### src/camera_pkg.sv
`default_nettype none

package camera_pkg;

   // rgb565 pixel
   // red in [15:11], green in [10:5], blue in [4:0]
   typedef logic [15:0] pixel_t;

   // raster coordinates
   // 9 bits covers 320 columns
   typedef logic [8:0] hcount_t;
   // 8 bits covers 180 lines
   typedef logic [7:0] vcount_t;

   // inclusive cr window for the pink marker
   localparam logic [7:0] CR_LOWER = 8'd160;
   localparam logic [7:0] CR_UPPER = 8'd240;

   // byte pairing in the reconstructor
   // the high byte always comes first
   typedef enum logic {
      PHASE_FIRST,
      PHASE_SECOND
   } byte_phase_e;

   // 8n1 transmitter states
   typedef enum logic [1:0] {
      UART_IDLE,
      UART_START,
      UART_DATA,
      UART_STOP
   } uart_state_e;

endpackage

`default_nettype wire

### src/pixel_if.sv
`timescale 1ns/1ps
`default_nettype none

interface pixel_if import camera_pkg::*; ();

   // one-cycle strobe, no back-pressure
   logic    valid;
   // coordinates and colour only meaningful with valid
   hcount_t hcount;
   vcount_t vcount;
   pixel_t  pixel;

   modport source (output valid, output hcount, output vcount, output pixel);
   modport sink   (input valid, input hcount, input vcount, input pixel);

endinterface

`default_nettype wire

### src/pixel_reconstruct.sv
`timescale 1ns/1ps
`default_nettype none

module pixel_reconstruct import camera_pkg::*; (
   input  logic       clk_camera,
   input  logic       sys_rst_camera,
   input  logic       cam_pclk_i,
   input  logic       cam_hsync_i,
   input  logic       cam_vsync_i,
   input  logic [7:0] cam_d_i,
   pixel_if.source    cam_px
);

   // two-flop synchronisers, [1] is the safe copy
   logic [1:0]  pclk_sync;
   logic [1:0]  hsync_sync;
   logic [1:0]  vsync_sync;
   logic [7:0]  d_s1;
   logic [7:0]  d_s2;
   // previous synced values for edge detection
   logic        pclk_prev;
   logic        hsync_prev;
   logic        vsync_prev;
   logic        pclk_rise;
   logic        hsync_fall;
   logic        vsync_fall;
   // registered edge events
   logic        byte_stb;
   logic        hs_fall_q;
   logic        vs_fall_q;
   logic [7:0]  byte_q;
   // pairing and raster position
   byte_phase_e phase;
   logic [7:0]  hi_byte;
   logic        pair_stb;
   pixel_t      pair_pix;
   hcount_t     pair_h;
   vcount_t     pair_v;
   hcount_t     h_cnt;
   vcount_t     v_cnt;

   always_ff @(posedge clk_camera) begin
      if (sys_rst_camera) begin
         pclk_sync  <= '0;
         hsync_sync <= '0;
         vsync_sync <= '0;
         pclk_prev  <= 1'b0;
         hsync_prev <= 1'b0;
         vsync_prev <= 1'b0;
      end else begin
         pclk_sync  <= {pclk_sync[0], cam_pclk_i};
         hsync_sync <= {hsync_sync[0], cam_hsync_i};
         vsync_sync <= {vsync_sync[0], cam_vsync_i};
         pclk_prev  <= pclk_sync[1];
         hsync_prev <= hsync_sync[1];
         vsync_prev <= vsync_sync[1];
      end
   end

   // data follows the same two flops as pclk
   always_ff @(posedge clk_camera) begin
      d_s1   <= cam_d_i;
      d_s2   <= d_s1;
      byte_q <= d_s2;
   end

   assign pclk_rise  = pclk_sync[1] & ~pclk_prev;
   assign hsync_fall = ~hsync_sync[1] & hsync_prev;
   assign vsync_fall = ~vsync_sync[1] & vsync_prev;

   // bytes only count inside an active line of an active frame
   always_ff @(posedge clk_camera) begin
      if (sys_rst_camera) begin
         byte_stb  <= 1'b0;
         hs_fall_q <= 1'b0;
         vs_fall_q <= 1'b0;
      end else begin
         byte_stb  <= pclk_rise & hsync_sync[1] & vsync_sync[1];
         hs_fall_q <= hsync_fall;
         vs_fall_q <= vsync_fall;
      end
   end

   always_ff @(posedge clk_camera) begin
      if (sys_rst_camera) begin
         phase    <= PHASE_FIRST;
         pair_stb <= 1'b0;
         h_cnt    <= '0;
         v_cnt    <= '0;
      end else begin
         pair_stb <= 1'b0;
         if (vs_fall_q) begin
            // end of frame
            phase <= PHASE_FIRST;
            h_cnt <= '0;
            v_cnt <= '0;
         end else if (hs_fall_q) begin
            // end of line, realign on the high byte
            phase <= PHASE_FIRST;
            h_cnt <= '0;
            v_cnt <= v_cnt + 1'b1;
         end else if (byte_stb) begin
            if (phase == PHASE_FIRST) begin
               phase <= PHASE_SECOND;
            end else begin
               phase    <= PHASE_FIRST;
               pair_stb <= 1'b1;
               h_cnt    <= h_cnt + 1'b1;
            end
         end
      end
   end

   // pixel assembly, position taken before the count moves on
   always_ff @(posedge clk_camera) begin
      if (byte_stb && phase == PHASE_FIRST) begin
         hi_byte <= byte_q;
      end
      if (byte_stb && phase == PHASE_SECOND) begin
         pair_pix <= {hi_byte, byte_q};
         pair_h   <= h_cnt;
         pair_v   <= v_cnt;
      end
   end

   // output stage
   always_ff @(posedge clk_camera) begin
      if (sys_rst_camera) begin
         cam_px.valid <= 1'b0;
      end else begin
         cam_px.valid <= pair_stb;
      end
   end

   always_ff @(posedge clk_camera) begin
      cam_px.pixel  <= pair_pix;
      cam_px.hcount <= pair_h;
      cam_px.vcount <= pair_v;
   end

endmodule

`default_nettype wire

### src/chroma_mask.sv
`timescale 1ns/1ps
`default_nettype none

module chroma_mask import camera_pkg::*; (
   input  logic    clk_camera,
   input  logic    sys_rst_camera,
   pixel_if.sink   cam_px,
   pixel_if.source mask_px,
   output logic    mask_o
);

   // stage 1, widened channels and delayed stream
   logic              s1_valid;
   hcount_t           s1_h;
   vcount_t           s1_v;
   pixel_t            s1_pix;
   logic [7:0]        r8;
   logic [7:0]        g8;
   logic [7:0]        b8;
   // cr arithmetic
   logic signed [17:0] cr_sum;
   logic signed [17:0] cr_wide;
   logic [7:0]        cr;

   always_ff @(posedge clk_camera) begin
      if (sys_rst_camera) begin
         s1_valid <= 1'b0;
      end else begin
         s1_valid <= cam_px.valid;
      end
   end

   // 565 to 888 by zero fill
   always_ff @(posedge clk_camera) begin
      r8     <= {cam_px.pixel[15:11], 3'b000};
      g8     <= {cam_px.pixel[10:5], 2'b00};
      b8     <= {cam_px.pixel[4:0], 3'b000};
      s1_h   <= cam_px.hcount;
      s1_v   <= cam_px.vcount;
      s1_pix <= cam_px.pixel;
   end

   // cr = 128 + floor((128r - 107g - 21b) / 256)
   always_comb begin
      cr_sum = $signed({10'b0, r8}) * 18'sd128
             - $signed({10'b0, g8}) * 18'sd107
             - $signed({10'b0, b8}) * 18'sd21;
      // arithmetic shift floors toward minus infinity
      cr_wide = (cr_sum >>> 8) + 18'sd128;
      if (cr_wide < 18'sd0) begin
         cr = 8'd0;
      end else if (cr_wide > 18'sd255) begin
         cr = 8'd255;
      end else begin
         cr = cr_wide[7:0];
      end
   end

   // stage 2, window test
   always_ff @(posedge clk_camera) begin
      if (sys_rst_camera) begin
         mask_px.valid <= 1'b0;
         mask_o        <= 1'b0;
      end else begin
         mask_px.valid <= s1_valid;
         mask_o        <= s1_valid && (cr >= CR_LOWER) && (cr <= CR_UPPER);
      end
   end

   always_ff @(posedge clk_camera) begin
      mask_px.hcount <= s1_h;
      mask_px.vcount <= s1_v;
      mask_px.pixel  <= s1_pix;
   end

endmodule

`default_nettype wire

### src/center_of_mass.sv
`timescale 1ns/1ps
`default_nettype none

module center_of_mass import camera_pkg::*; #(
   parameter int FRAME_WIDTH  = 320,
   parameter int FRAME_HEIGHT = 180
) (
   input  logic    clk_camera,
   input  logic    sys_rst_camera,
   pixel_if.sink   mask_px,
   input  logic    mask_i,
   output hcount_t com_x_o,
   output vcount_t com_y_o,
   output logic    com_valid_o
);

   // pixel count and sum widths
   localparam int NPIX   = FRAME_WIDTH * FRAME_HEIGHT;
   localparam int CNT_W  = $clog2(NPIX + 1);
   // x sums need 9 more bits than the count, y sums fit too
   localparam int DIV_W  = CNT_W + 9;
   localparam int STEP_W = $clog2(DIV_W + 1);

   logic               hit;
   logic               frame_end;
   logic [DIV_W-1:0]   x_sum;
   logic [DIV_W-1:0]   y_sum;
   logic [CNT_W-1:0]   pix_cnt;
   logic [DIV_W-1:0]   x_sum_next;
   logic [DIV_W-1:0]   y_sum_next;
   logic [CNT_W-1:0]   pix_cnt_next;
   // divider state
   logic               busy;
   logic [STEP_W-1:0]  step;
   logic [DIV_W-1:0]   divisor;
   logic [DIV_W-1:0]   x_rem;
   logic [DIV_W-1:0]   x_quo;
   logic [DIV_W-1:0]   y_rem;
   logic [DIV_W-1:0]   y_quo;
   logic [2*DIV_W-1:0] x_step;
   logic [2*DIV_W-1:0] y_step;

   // one restoring step, returns {remainder, quotient}
   // quo starts as the dividend and fills with quotient bits
   function automatic logic [2*DIV_W-1:0] div_step(
      input logic [DIV_W-1:0] rem,
      input logic [DIV_W-1:0] quo,
      input logic [DIV_W-1:0] den
   );
      logic [DIV_W-1:0] trial;
      trial = {rem[DIV_W-2:0], quo[DIV_W-1]};
      if (trial >= den) begin
         div_step = {trial - den, quo[DIV_W-2:0], 1'b1};
      end else begin
         div_step = {trial, quo[DIV_W-2:0], 1'b0};
      end
   endfunction

   assign hit       = mask_px.valid & mask_i;
   // last pixel of the frame closes it
   assign frame_end = mask_px.valid
                   && (mask_px.hcount == FRAME_WIDTH - 1)
                   && (mask_px.vcount == FRAME_HEIGHT - 1);

   // running sums including the current pixel
   assign x_sum_next   = x_sum + (hit ? DIV_W'(mask_px.hcount) : '0);
   assign y_sum_next   = y_sum + (hit ? DIV_W'(mask_px.vcount) : '0);
   assign pix_cnt_next = pix_cnt + CNT_W'(hit);

   assign x_step = div_step(x_rem, x_quo, divisor);
   assign y_step = div_step(y_rem, y_quo, divisor);

   // accumulators restart at every frame boundary
   always_ff @(posedge clk_camera) begin
      if (sys_rst_camera || frame_end) begin
         x_sum   <= '0;
         y_sum   <= '0;
         pix_cnt <= '0;
      end else begin
         x_sum   <= x_sum_next;
         y_sum   <= y_sum_next;
         pix_cnt <= pix_cnt_next;
      end
   end

   // start only when idle and something was masked
   always_ff @(posedge clk_camera) begin
      if (sys_rst_camera) begin
         busy        <= 1'b0;
         step        <= '0;
         com_valid_o <= 1'b0;
         com_x_o     <= '0;
         com_y_o     <= '0;
      end else begin
         com_valid_o <= 1'b0;
         if (!busy) begin
            if (frame_end && pix_cnt_next != '0) begin
               busy <= 1'b1;
               step <= '0;
            end
         end else if (step == DIV_W) begin
            // all quotient bits in place
            busy        <= 1'b0;
            com_valid_o <= 1'b1;
            com_x_o     <= x_quo[8:0];
            com_y_o     <= y_quo[7:0];
         end else begin
            step <= step + 1'b1;
         end
      end
   end

   // operands load while idle, one bit per cycle while busy
   always_ff @(posedge clk_camera) begin
      if (!busy) begin
         x_rem   <= '0;
         x_quo   <= x_sum_next;
         y_rem   <= '0;
         y_quo   <= y_sum_next;
         divisor <= {{(DIV_W - CNT_W){1'b0}}, pix_cnt_next};
      end else if (step != DIV_W) begin
         {x_rem, x_quo} <= x_step;
         {y_rem, y_quo} <= y_step;
      end
   end

endmodule

`default_nettype wire

### src/crosshair_overlay.sv
`timescale 1ns/1ps
`default_nettype none

module crosshair_overlay import camera_pkg::*; (
   input  logic    clk_camera,
   input  logic    sys_rst_camera,
   pixel_if.sink   mask_px,
   input  logic    mask_i,
   input  hcount_t com_x_i,
   input  vcount_t com_y_i,
   output logic    out_valid_o,
   output hcount_t out_hcount_o,
   output vcount_t out_vcount_o,
   output pixel_t  out_pixel_o
);

   logic   on_line;
   pixel_t view_pix;

   // crosshair against the centre held right now
   assign on_line = (mask_px.hcount == com_x_i) || (mask_px.vcount == com_y_i);

   always_comb begin
      if (on_line) begin
         // white line
         view_pix = '1;
      end else if (mask_i) begin
         // masked pixels keep their colour
         view_pix = mask_px.pixel;
      end else begin
         view_pix = '0;
      end
   end

   always_ff @(posedge clk_camera) begin
      if (sys_rst_camera) begin
         out_valid_o <= 1'b0;
      end else begin
         out_valid_o <= mask_px.valid;
      end
   end

   // one stage, coordinates ride along
   always_ff @(posedge clk_camera) begin
      out_hcount_o <= mask_px.hcount;
      out_vcount_o <= mask_px.vcount;
      out_pixel_o  <= view_pix;
   end

endmodule

`default_nettype wire

### src/com_uart_report.sv
`timescale 1ns/1ps
`default_nettype none

module com_uart_report import camera_pkg::*; #(
   parameter int CLKS_PER_BIT = 868
) (
   input  logic    clk_camera,
   input  logic    sys_rst_camera,
   input  hcount_t com_x_i,
   input  vcount_t com_y_i,
   input  logic    com_valid_i,
   output logic    uart_tx_o
);

   localparam int BAUD_W = $clog2(CLKS_PER_BIT);

   uart_state_e       state;
   logic [BAUD_W-1:0] baud_cnt;
   logic [2:0]        bit_idx;
   logic [1:0]        byte_idx;
   // three bytes, the one in flight sits in the low bits
   logic [23:0]       frame;
   logic              bit_done;

   assign bit_done = (baud_cnt == BAUD_W'(CLKS_PER_BIT - 1));

   always_ff @(posedge clk_camera) begin
      if (sys_rst_camera) begin
         state     <= UART_IDLE;
         baud_cnt  <= '0;
         bit_idx   <= '0;
         byte_idx  <= '0;
         uart_tx_o <= 1'b1;
      end else begin
         case (state)
            UART_IDLE: begin
               uart_tx_o <= 1'b1;
               // strobes while busy are dropped
               if (com_valid_i) begin
                  state     <= UART_START;
                  baud_cnt  <= '0;
                  byte_idx  <= '0;
                  uart_tx_o <= 1'b0;
               end
            end
            UART_START: begin
               if (bit_done) begin
                  baud_cnt  <= '0;
                  bit_idx   <= '0;
                  state     <= UART_DATA;
                  uart_tx_o <= frame[0];
               end else begin
                  baud_cnt <= baud_cnt + 1'b1;
               end
            end
            UART_DATA: begin
               if (bit_done) begin
                  baud_cnt <= '0;
                  if (bit_idx == 3'd7) begin
                     state     <= UART_STOP;
                     uart_tx_o <= 1'b1;
                  end else begin
                     bit_idx   <= bit_idx + 1'b1;
                     // next bit after the shift below
                     uart_tx_o <= frame[1];
                  end
               end else begin
                  baud_cnt <= baud_cnt + 1'b1;
               end
            end
            default: begin
               // stop bit, then next byte or back to idle
               if (bit_done) begin
                  baud_cnt <= '0;
                  if (byte_idx == 2'd2) begin
                     state <= UART_IDLE;
                  end else begin
                     byte_idx  <= byte_idx + 1'b1;
                     state     <= UART_START;
                     uart_tx_o <= 1'b0;
                  end
               end else begin
                  baud_cnt <= baud_cnt + 1'b1;
               end
            end
         endcase
      end
   end

   // lsb first, x msb byte goes out first, y last
   always_ff @(posedge clk_camera) begin
      if (state == UART_IDLE && com_valid_i) begin
         frame <= {com_y_i, com_x_i[7:0], 7'b0, com_x_i[8]};
      end else if (state == UART_DATA && bit_done) begin
         frame <= {1'b0, frame[23:1]};
      end
   end

endmodule

`default_nettype wire

### src/tracker_top.sv
`timescale 1ns/1ps
`default_nettype none

module tracker_top #(
   parameter int FRAME_WIDTH  = 320,
   parameter int FRAME_HEIGHT = 180,
   // 200 mhz camera clock at 230400 baud
   parameter int CLKS_PER_BIT = 868
) (
   input  logic        clk_camera,
   input  logic        sys_rst_camera,
   // raw camera bus
   input  logic        cam_pclk_i,
   input  logic        cam_hsync_i,
   input  logic        cam_vsync_i,
   input  logic [7:0]  cam_d_i,
   // masked view with crosshair
   output logic        out_valid_o,
   output logic [8:0]  out_hcount_o,
   output logic [7:0]  out_vcount_o,
   output logic [15:0] out_pixel_o,
   // centre of mass
   output logic [8:0]  com_x_o,
   output logic [7:0]  com_y_o,
   output logic        com_valid_o,
   output logic        uart_tx_o
);

   logic mask;

   // camera pixels, then masked pixels two cycles later
   pixel_if cam_px ();
   pixel_if mask_px ();

   pixel_reconstruct pixel_reconstruct_i (
      .clk_camera     (clk_camera),
      .sys_rst_camera (sys_rst_camera),
      .cam_pclk_i     (cam_pclk_i),
      .cam_hsync_i    (cam_hsync_i),
      .cam_vsync_i    (cam_vsync_i),
      .cam_d_i        (cam_d_i),
      .cam_px         (cam_px.source)
   );

   chroma_mask chroma_mask_i (
      .clk_camera     (clk_camera),
      .sys_rst_camera (sys_rst_camera),
      .cam_px         (cam_px.sink),
      .mask_px        (mask_px.source),
      .mask_o         (mask)
   );

   center_of_mass #(
      .FRAME_WIDTH  (FRAME_WIDTH),
      .FRAME_HEIGHT (FRAME_HEIGHT)
   ) center_of_mass_i (
      .clk_camera     (clk_camera),
      .sys_rst_camera (sys_rst_camera),
      .mask_px        (mask_px.sink),
      .mask_i         (mask),
      .com_x_o        (com_x_o),
      .com_y_o        (com_y_o),
      .com_valid_o    (com_valid_o)
   );

   // overlay uses the held centre from the last finished frame
   crosshair_overlay crosshair_overlay_i (
      .clk_camera     (clk_camera),
      .sys_rst_camera (sys_rst_camera),
      .mask_px        (mask_px.sink),
      .mask_i         (mask),
      .com_x_i        (com_x_o),
      .com_y_i        (com_y_o),
      .out_valid_o    (out_valid_o),
      .out_hcount_o   (out_hcount_o),
      .out_vcount_o   (out_vcount_o),
      .out_pixel_o    (out_pixel_o)
   );

   com_uart_report #(
      .CLKS_PER_BIT (CLKS_PER_BIT)
   ) com_uart_report_i (
      .clk_camera     (clk_camera),
      .sys_rst_camera (sys_rst_camera),
      .com_x_i        (com_x_o),
      .com_y_i        (com_y_o),
      .com_valid_i    (com_valid_o),
      .uart_tx_o      (uart_tx_o)
   );

endmodule

`default_nettype wire

### config.mk
export PLATFORM = sky130hd
export DESIGN_NAME = tracker_top
export DESIGN_NICKNAME = d
export VERILOG_FILES = /design/src/camera_pkg.sv /design/src/pixel_if.sv /design/src/pixel_reconstruct.sv /design/src/chroma_mask.sv /design/src/center_of_mass.sv /design/src/crosshair_overlay.sv /design/src/com_uart_report.sv /design/src/tracker_top.sv
export SDC_FILE = /design/constraint.sdc
export NUM_CORES = 1
export LEC_CHECK = 0
export BUFFER_PORTS_ARGS = -buffer_cell sky130_fd_sc_hd__buf_2
export CORE_MARGIN = 2
export CORE_UTILIZATION = 40
export CTS_CLUSTER_DIAMETER = 50
export DETAILED_ROUTE_END_ITERATION = 12
export PLACE_DENSITY_LB_ADDON = 0.08
export SETUP_SLACK_MARGIN = 0.4
export SLEW_MARGIN = 20
export SYNTH_ARGS = -nofsm -noshare
export SYNTH_HDL_FRONTEND = slang
export SYNTH_SLANG_ARGS = --single-unit
### constraint.sdc
create_clock -name clk_camera -period 8.25 [get_ports clk_camera]
set_input_delay 1.2375 -clock clk_camera [delete_from_list [all_inputs] [get_ports clk_camera]]
set_output_delay 1.2375 -clock clk_camera [all_outputs]
set_load 0.01 [all_outputs]
== Yosys cells after proc, flatten, opt, wreduce, memory -nomap -nowiden ==
Index checks and enable logic that the tools add are counted.
Word-level totals
  flip-flop bits (word level): 495
  input port bits: 13
  logic and storage cells: 191
Cells by class
  add/subtract/negate cells: 14
  multiply operators: 2
  $lt $le $gt $ge: 6
  eq/ne operators: 20
  multiplexer cells: 47
  bitwise gates (word level): 13
  reductions and logical operators: 29
Operators with widths (count)
  2-to-1 mux 25 bit: 4
  2-to-1 mux 49 bit: 2
  adder 25 bit: 2
  >= comparator 25 x 16 -> 1 bit: 2
  2-to-1 mux 24 bit: 2
  subtractor 24 x 16 -> 24 bit: 2
  2-to-1 mux 10 bit: 3
  2-to-1 mux 8 bit: 3
  greater-than comparator 18 x 9 -> 1 bit, second input constant: 1
  less-than comparator 18 x 1 -> 1 bit, second input constant: 1
  subtractor 16 x 18 -> 18 bit: 1
  subtractor 18 x 14 -> 18 bit: 1
  adder 16 x 1 -> 16 bit: 1
  2-to-1 mux 16 bit: 1
  2-to-1 mux 2 bit: 8
  nonzero test 16 bit: 1
  2-to-1 mux 5 bit: 3
  multiplier 6 x 7 -> 13 bit, second input constant: 1
  2-to-1 mux 1 bit: 13
  AND reduction 4 bit: 3
  adder 10 x 9 -> 11 bit, second input constant: 1
  adder 10 x 1 -> 10 bit, second input constant: 1
  == test 10 bit, second input constant: 1
  multiplier 5 x 5 -> 10 bit, second input constant: 1
  other kinds (36): 72

== Depth between registers and ports, before layout ==
Gate-level depths: netlist of the first run.
  depth in word-level cells: 10
  depth in mapped cells: 27
  gate-level depth less buffers: 27

== By module ==
A second synthesis of the first run with hierarchy kept.
Unflattened totals
  cells, all modules: 1968
  area, all modules: 20657.3 sq um
Modules (own cells, without submodules)
  center_of_mass: instances 1, cells an instance 1131, area an instance 10716.5 sq um, seq. area each 4744.6 sq um
  pixel_reconstruct: instances 1, cells an instance 219, area an instance 3547.2 sq um, seq. area each 3012.9 sq um
  chroma_mask: instances 1, cells an instance 288, area an instance 3266.9 sq um, seq. area each 1381.3 sq um
  com_uart_report: instances 1, cells an instance 236, area an instance 2080.7 sq um, seq. area each 1011.0 sq um
  crosshair_overlay: instances 1, cells an instance 94, area an instance 1046.0 sq um, seq. area each 680.7 sq um

== Least setup slack after synthesis of the first run ==
No wires, ideal clock.
  path type: register -> register
  start point: register chroma_mask_i.s1_pix[9] (netlist name)
  end point: register chroma_mask_i.mask_o
  setup time: 116 ps
  data arrival time: 4886 ps
  slack: 3249 ps
  stages on the path, launching flop included: 27
  path buffers: 0
  cell sequence: dfxtp_1 > inv_1 > ha_1 > inv_1 > fa_1 > ha_1 > ha_1 > nor2b_1 > o21ai_0 > a21oi_1 > o21a_1 > nor2_1 > xnor2_1 > fa_1 > inv_1 > ha_1 > nor2_1 > nand2_1 > a31oi_1 > a211o_1 > o21ai_0 > a21oi_1 > or2_2 > ha_1 > nor3_1 > and3_1 > and3_1
RTL lines
  to (signal assigned): RTL line chroma_mask.sv:66  | mask_o <= s1_valid && (cr >= CR_LOWER) && (cr <= CR_UPPER);
  to (decl): RTL line chroma_mask.sv:9  | output logic mask_o

==> impl_metrics.toml, run 1 <==
[sta]
relSlewSlack_pct = 29.97
min_period_over_period_pct = 65.55
hold_viol_final = 0
tightest_slew_ns = 1.051
tns_ns = 0
maxSlewViolCount = 0
max_freq_mhz = 184.9
setup_viol = 0
finalClockSkew_ns = 0.02249
rsz0062_at_grt = "no"
period_minus_slack_ns = 5.408

[worst_setup_path]
worstPathMaxFanout = 5
setup.worst_path.start = "chroma_mask_i.s1_pix[9]"
slowest_delay_ns = 0.54
criticalPathCategory = "register to register"
worstSetupEndpointType = "register"
rr_startpoint = "chroma_mask_i.s1_pix[9]"
critPathSlowestCell = "fa_1"
start_kind = "register"
arrival_ns = 5.97
required_ns = 8.81
cpMostUsedCell = "ha_1"

[synthesis]
yosysUniqueCellTypes = 70
yosysTopAreaCell = "dfxtp_1"
synthAdderAreaFrac_pct = 9.445
synth_compound_area_share_pct = 9.956
syn_inst = 1979
synth_top_area_share_pct = 34.93
avgSynthCellArea_um2 = 10.28
yosys.area_share.simple_pct = 15.94
synth_edf_count = 124
synthFlopType = "dfxtp_1"
synth_area_um2 = 20350
synth_xor_area_share_pct = 6.285
yosysWarnings = 0
ys_ff_latch = 479
synthMuxAreaShare_pct = 2.060
syn_nets = 2136
synthArstFlopShare_pct = 0
yosysSeqAreaShare_pct = 53.23
synthTopCellsByArea = "dfxtp_1 (35%), edfxtp_1 (18%), ha_1 (7.9%), nand2_1 (4.1%), xnor2_1 (3.4%)"
synth_top_family_by_area = "simple AND/OR/NAND/NOR gates"

[layout]
design_area_um2 = 23220
fillers = 4728
antennaDiodeCount = 0
fin_nets = 2204
drive_gt1_share_pct = 10.61
area_delta_synth_final_pct = 14.11

[power_and_ir_drop]
leakage_nw = 9.641
max-vdd-ir-drop_uv = 184.8
power_density_nw_per_um2 = 213.3

[grt]
grt_pass1_wl_mm = 71.62
overflow = 0
grt_antenna_before_repair = 1
grt_pass1_vias = 13900
grt_max_degree = 70
grt_util_all_layers_pct = 16.76

[die]
start_util_pct = 40.56
die_w_um = 229.5
fp.dieH_um = 229.5
num_io_pins = 66
fp.dieArea_um2 = 52690
core_um2 = 50170
rows = 82

[detailed_routing]
drt_pass1_iterations = 6
vias = 13730
dr.first_iter.drc_count = 677
wl_per_cell_um = 15.70
viasPerCell = 4.965
wirelength_mm = 43.42
drc = 0
drtAntennaViolNets = 0

[clock_tree]
insertion_delay_ns = 0.61
cts.clk_slew.worst_paths_ns = 0.06
hold_buffers = 0
post_cts_buffers = 0
ctsResizeCount = 0
cts_root_buf = "clkbuf_16"
htreeDepth = 2
cts.sinks = 479
cts_tree = "built"
cts_buffers = 55
clk_path_buf_depth = 3

[job]
maxCapViolCount = 0

[run_status]
outcome = "complete, no violations"

[placement]
dp_hpwl_mm = 29.18
placed_area_um2 = 21350
portBuffers = 65
place_congestion = 0.8227

[hold_path]
hold_start = "pixel_reconstruct_i.cam_px.pixel[4]"
worst_hold_path_type = "register to register"
[per-stage QoR]
| step | hold slack (ns) | util [%] | worst slack (ns) | total power [mW] | cells |
|---|---|---|---|---|---|
| after global placement | 0.3099 | 42.55 | 2.882 | 2.551 | 2662 |
| after detailed placement | 0.3121 | 42.55 | 2.835 | 2.552 | 2662 |
| final | 0.3185 | 46.28 | 2.842 | 4.952 | 2765 |
| after global routing | 0.3280 | 46.28 | 2.391 | 5.141 | 2765 |
| after floorplan | 0.3096 | - | 3.249 | 2.526 | 1979 |
| after CTS | 0.3241 | 46.28 | 2.807 | 5.038 | 2765 |
[layer usage]
layer / global-route usage, % / vias to the layer above / routed length (um)
met5: 0 / - / 13
met4: 6.514 / 2 / 1211
met3: 2.639 / 79 / 1430
met2: 28.01 / 202 / 20050
met1: 21.73 / 6447 / 20720
li1: - / 6999 / -
[final cells by class]
cell class	instances	area, um2	area share, %
multi-input cells	1338	8901	38.34
inverters	96	360.3	1.552
flip-flops and latches	479	10830	46.65
clock inverters	27	302.8	1.304
clock buffers	76	1567	6.747
well taps	672	840.8	3.621
repair buffers	77	415.4	1.789
[placed cells by master, fill, tap and decap left out, types with 18 or more instances in the layout]
cell type,count
xor2_1,67
nand2_1,221
nand4_1,24
dfxtp_1,354
inv_1,94
o21ai_0,106
nor3_1,35
xnor2_1,79
nor2_1,141
a21o_1,18
edfxtp_1,124
nor2b_1,77
ha_1,128
and3_1,36
a21oi_1,130
buf_2,65
clkbuf_16,56
mux2_2,31
nand3_1,42
[logic make-up after synthesis]
family / count (synthesis)
compound gates: 344
xor+xnor: 146
fa+ha+maj: 144
buf+inv: 162
flops: 479
mux: 38
simple gates: 666
[power by group]
| group | internal [mW] | leakage, nW | switching, mW |
|---|---|---|---|
| sequential | 2.41 | 4.29 | 0.00632 |
| clock | 1.44 | 0.912 | 1.01 |
| combinational | 0.0260 | 4.44 | 0.0576 |
| total | 3.88 | 9.64 | 1.07 |
[path summary, 6_finish.rpt]
check	endpoint	slack, ns	cells after the start
worst max-delay path	chroma_mask_i.mask_o	2.84	26
worst max register to register	chroma_mask_i.mask_o	2.84	26
worst min-delay path	chroma_mask_i.s1_pix[4]	0.32	0
worst min register to register	chroma_mask_i.s1_pix[4]	0.32	0
[cells in the mapped netlist (7+ instances only)]
cell	instances
nor4_1	11
nand2_1	221
inv_1	96
and2_1	8
nor3_1	35
mux2_2	31
a211oi_1	11
ha_1	128
o21ai_0	106
nor2_1	142
and3_1	36
a21oi_1	131
edfxtp_1	124
o21ai_1	9
fa_1	16
nand4_1	24
nand3_1	42
dfxtp_1	355
nand2b_1	16
nor2b_1	77
clkbuf_1	56
o211ai_1	9
xor2_1	67
mux2i_1	7
a21o_1	18
or2_2	10
or3_1	8
xnor2_1	79
nand3b_1	7
[worst max-delay path: cells and delay by family, from the launching register on]
kind | cells | cell delay, ns
flops | 1 | 0.44
xor+xnor | 2 | 0.27
fa+ha+maj | 7 | 2.75
compound gates | 7 | 0.97
simple gates | 8 | 0.82
buf+inv | 2 | 0.10
[sequential cells by signal, summed over array words and instances (netlist names), 10 cells and up]
register and cells:
crosshair_overlay_i.out_pixel_o 16, com_uart_report_i.frame 24, center_of_mass_i.x_sum 25, chroma_mask_i.mask_px.pixel 16, com_uart_report_i.baud_cnt 10, center_of_mass_i.x_rem 24, center_of_mass_i.y_rem 24, pixel_reconstruct_i.cam_px.pixel 16
pixel_reconstruct_i.pair_pix 16, center_of_mass_i.divisor 16, center_of_mass_i.x_quo 25, center_of_mass_i.y_sum 25, chroma_mask_i.s1_pix 15, center_of_mass_i.pix_cnt 16, center_of_mass_i.y_quo 25
Note: power is estimated with default switching activity, not from simulation.
==> run 2: changes to the inputs <==
ABC_AREA = 1   (was unset)
clock period = 5 ns   (was 8.25 ns; I/O delays follow)
==> run 2 against run 1 <==
Against the previous run:
- final area up 8.4%
- hold slack worse by 0.12 ns
- register-to-register slack worse by 2.7 ns
- largest cell class unchanged
- global-route usage up 1.1 points
- synthesized area up 6.6%
- via count up 21%
- clock skew up 0.034 ns
- utilization up 0.56 points
- combinational power rose to 3.4 times the previous value
==> impl_metrics.toml, run 2 <==
[detailed_routing]
drt_pass1_iterations = 5
drtAntennaViolNets = 0
drc = 0
dr.first_iter.drc_count = 980
wirelength_mm = 49.18
viasPerCell = 4.873
vias = 16590
wl_per_cell_um = 14.45

[clock_tree]
cts_tree = "built"
cts_buffers = 60
cts_root_buf = "clkbuf_16"
cts.sinks = 479
clk_path_buf_depth = 3
htreeDepth = 2
hold_buffers = 0
insertion_delay_ns = 0.66
cts.clk_slew.worst_paths_ns = 0.06

[sta]
finalClockSkew_ns = 0.05599
min_period_over_period_pct = 97.71
relSlewSlack_pct = 35.63
maxSlewViolCount = 0
setup_viol = 0
holdWs_ns = 0.1939
hold_viol_final = 0
tightest_slew_ns = 0.9642
period_minus_slack_ns = 4.886
max_freq_mhz = 204.7
rsz0062_at_grt = "yes"
tns_ns = 0

[synthesis]
yosysTopAreaCell = "dfxtp_1"
ys_ff_latch = 479
yosysWarnings = 0
synth_top_area_share_pct = 32.78
yosysUniqueCellTypes = 50
synth_area_um2 = 21680
synthArstFlopShare_pct = 0
yosysSeqAreaShare_pct = 49.95
synthFlopType = "dfxtp_1"
synth_most_common_cell = "nand2_1"
synthTopCellsByArea = "dfxtp_1 (33%), edfxtp_1 (17%), nand2_1 (9.2%), ha_1 (7.4%), inv_1 (5.8%)"
synth_commonest_cells = "nand2_1 (529), dfxtp_1 (355), inv_1 (333)"
avgSynthCellArea_um2 = 8.496
syn_inst = 2552
synth_edf_count = 124
syn_nets = 2709

[power_and_ir_drop]
switching_share_pct = 23.30
power_density_nw_per_um2 = 341.7
pwr-share-clk_pct = 49.9
leakage_nw = 11.33
comb_power_share_pct = 3.3
p_sw_mw = 2.003
p_int_mw = 6.593
max-vdd-ir-drop_uv = 276.8
seq_power_share_pct = 46.8

[die]
rows = 85
fp.dieH_um = 236.8
fp.dieArea_um2 = 56080
num_io_pins = 66
die_w_um = 236.8
start_util_pct = 40.37
core_um2 = 53710

[layout]
fin_nets = 2813
drive_gt1_share_pct = 9.712
final_cell_mix = "nand2_1 (527), dfxtp_1 (348), inv_1 (329)"
antennaDiodeCount = 0
area_delta_synth_final_pct = 16.04
layout_commonest_cell = "nand2_1"

[run_status]
outcome = "complete, no violations"

[worst_setup_path]
arrival_ns = 5.43
worstPathMaxFanout = 5
worstSetupEndpointType = "register"
start_kind = "register"
criticalPathCategory = "register to register"
required_ns = 5.55

[grt]
gr-usage-met1_pct = 24.07
overflow = 0
use_met2_pct = 29.64
grt_util_all_layers_pct = 17.84
grt-busiest-layer = "met2"
grt_pass1_vias = 16320
grt_antenna_before_repair = 1
grt_max_degree = 87
use_met3_pct = 3.218
grt_pass1_wl_mm = 82.00

[hold_path]
worst_hold_path_type = "input pin to register"

[job]
maxCapViolCount = 0

[placement]
place_congestion = 0.9096
portBuffers = 65
dp_hpwl_mm = 35.83
run 2: final cells by class:
cell class | count | area, um2
Sequential cell | 479 | 10850
Clock buffer | 77 | 1659
Clock inverter | 37 | 390.4
Tap cell | 696 | 870.8
Multi-Input combinational cell | 1682 | 9558
Inverter | 338 | 1270
Timing Repair Buffer | 95 | 563.0
Fill cell | 5204 | 28550
run 2: worst max-delay path, stage by stage (launching register included):
cell and delay, ns:
dfxtp_2 0.39, ha_2 0.31, fa_1 0.50, fa_1 0.45, ha_4 0.32, nand2_1 0.05, o21ai_1 0.17, nand2_1 0.07
nand2_1 0.08, a21oi_2 0.06, xor2_1 0.18, fa_1 0.50, inv_1 0.04, ha_1 0.31, inv_1 0.12, nor3_2 0.05
nand2_1 0.07, nand3_2 0.11, a31oi_4 0.17, xor2_1 0.18, ha_1 0.26, nor3_2 0.10, nand2_1 0.06, nor2_1 0.12
nand2_1 0.06, nor2_1 0.09
run 2: kinds of logic after synthesis:
group	Yosys count	share of synthesized area [%]
DFF	479	49.95
and+or+nand+nor	1088	21.38
adders and majority gates	144	8.864
xor gates and xnor gates	101	4.080
buffers and inverters	391	6.948
AOI/OAI and AO/OA	349	8.778
run 2: final timing paths:
check / startpoint / to / slack, ns / depth (start not counted)
setup / recovery: chroma_mask_i.s1_pix[8] / chroma_mask_i.mask_o / 0.11 / 25
hold / removal: cam_d_i[7] / pixel_reconstruct_i.d_s1[7] / 0.19 / 1
setup reg to reg: chroma_mask_i.s1_pix[8] / chroma_mask_i.mask_o / 0.11 / 25
hold reg to reg: pixel_reconstruct_i.d_s1[0] / pixel_reconstruct_i.d_s2[0] / 0.32 / 0
run 2: per-layer routing:
metal,up-vias,routed length (um)
li1,8583,-
met1,7698,23720
met2,234,22700
met3,71,1785
met4,0,970
met5,-,0
run 2: power groups by stage:
| stage | Combinational [mW] | Clock (mW) | Sequential [mW] |
|---|---|---|---|
| 2_1_floorplan | 0.213 | 0 | 4.10 |
| 3_3_place_gp | 0.281 | 0 | 4.10 |
| 3_5_place_dp | 0.285 | 0 | 4.10 |
| 4_1_cts | 0.286 | 4.42 | 4.02 |
| 5_1_grt | 0.332 | 4.61 | 4.02 |
| 6_report | 0.284 | 4.29 | 4.02 |
run 2: through the flow:
stage	setup slack [ns]	power (mW)	cells	area, um2	utilization [%]
CTS	0.06394	8.723	3403	25110	46.75
floorplan	0.3134	4.310	2552	21830	-
detailed placement	-0.02831	4.389	3282	22980	42.78
global placement	0.03682	4.382	3282	22980	42.78
global route	-0.2205	8.964	3404	25160	46.84
finish	0.1143	8.597	3404	25160	46.84
run 2: repair_timing:
item / CTS / global route
buffers inserted: 7 / 1
gates resized for setup: 7 / 9
setup endpoints to repair: 1 / 1
pin swaps: 10 / 9
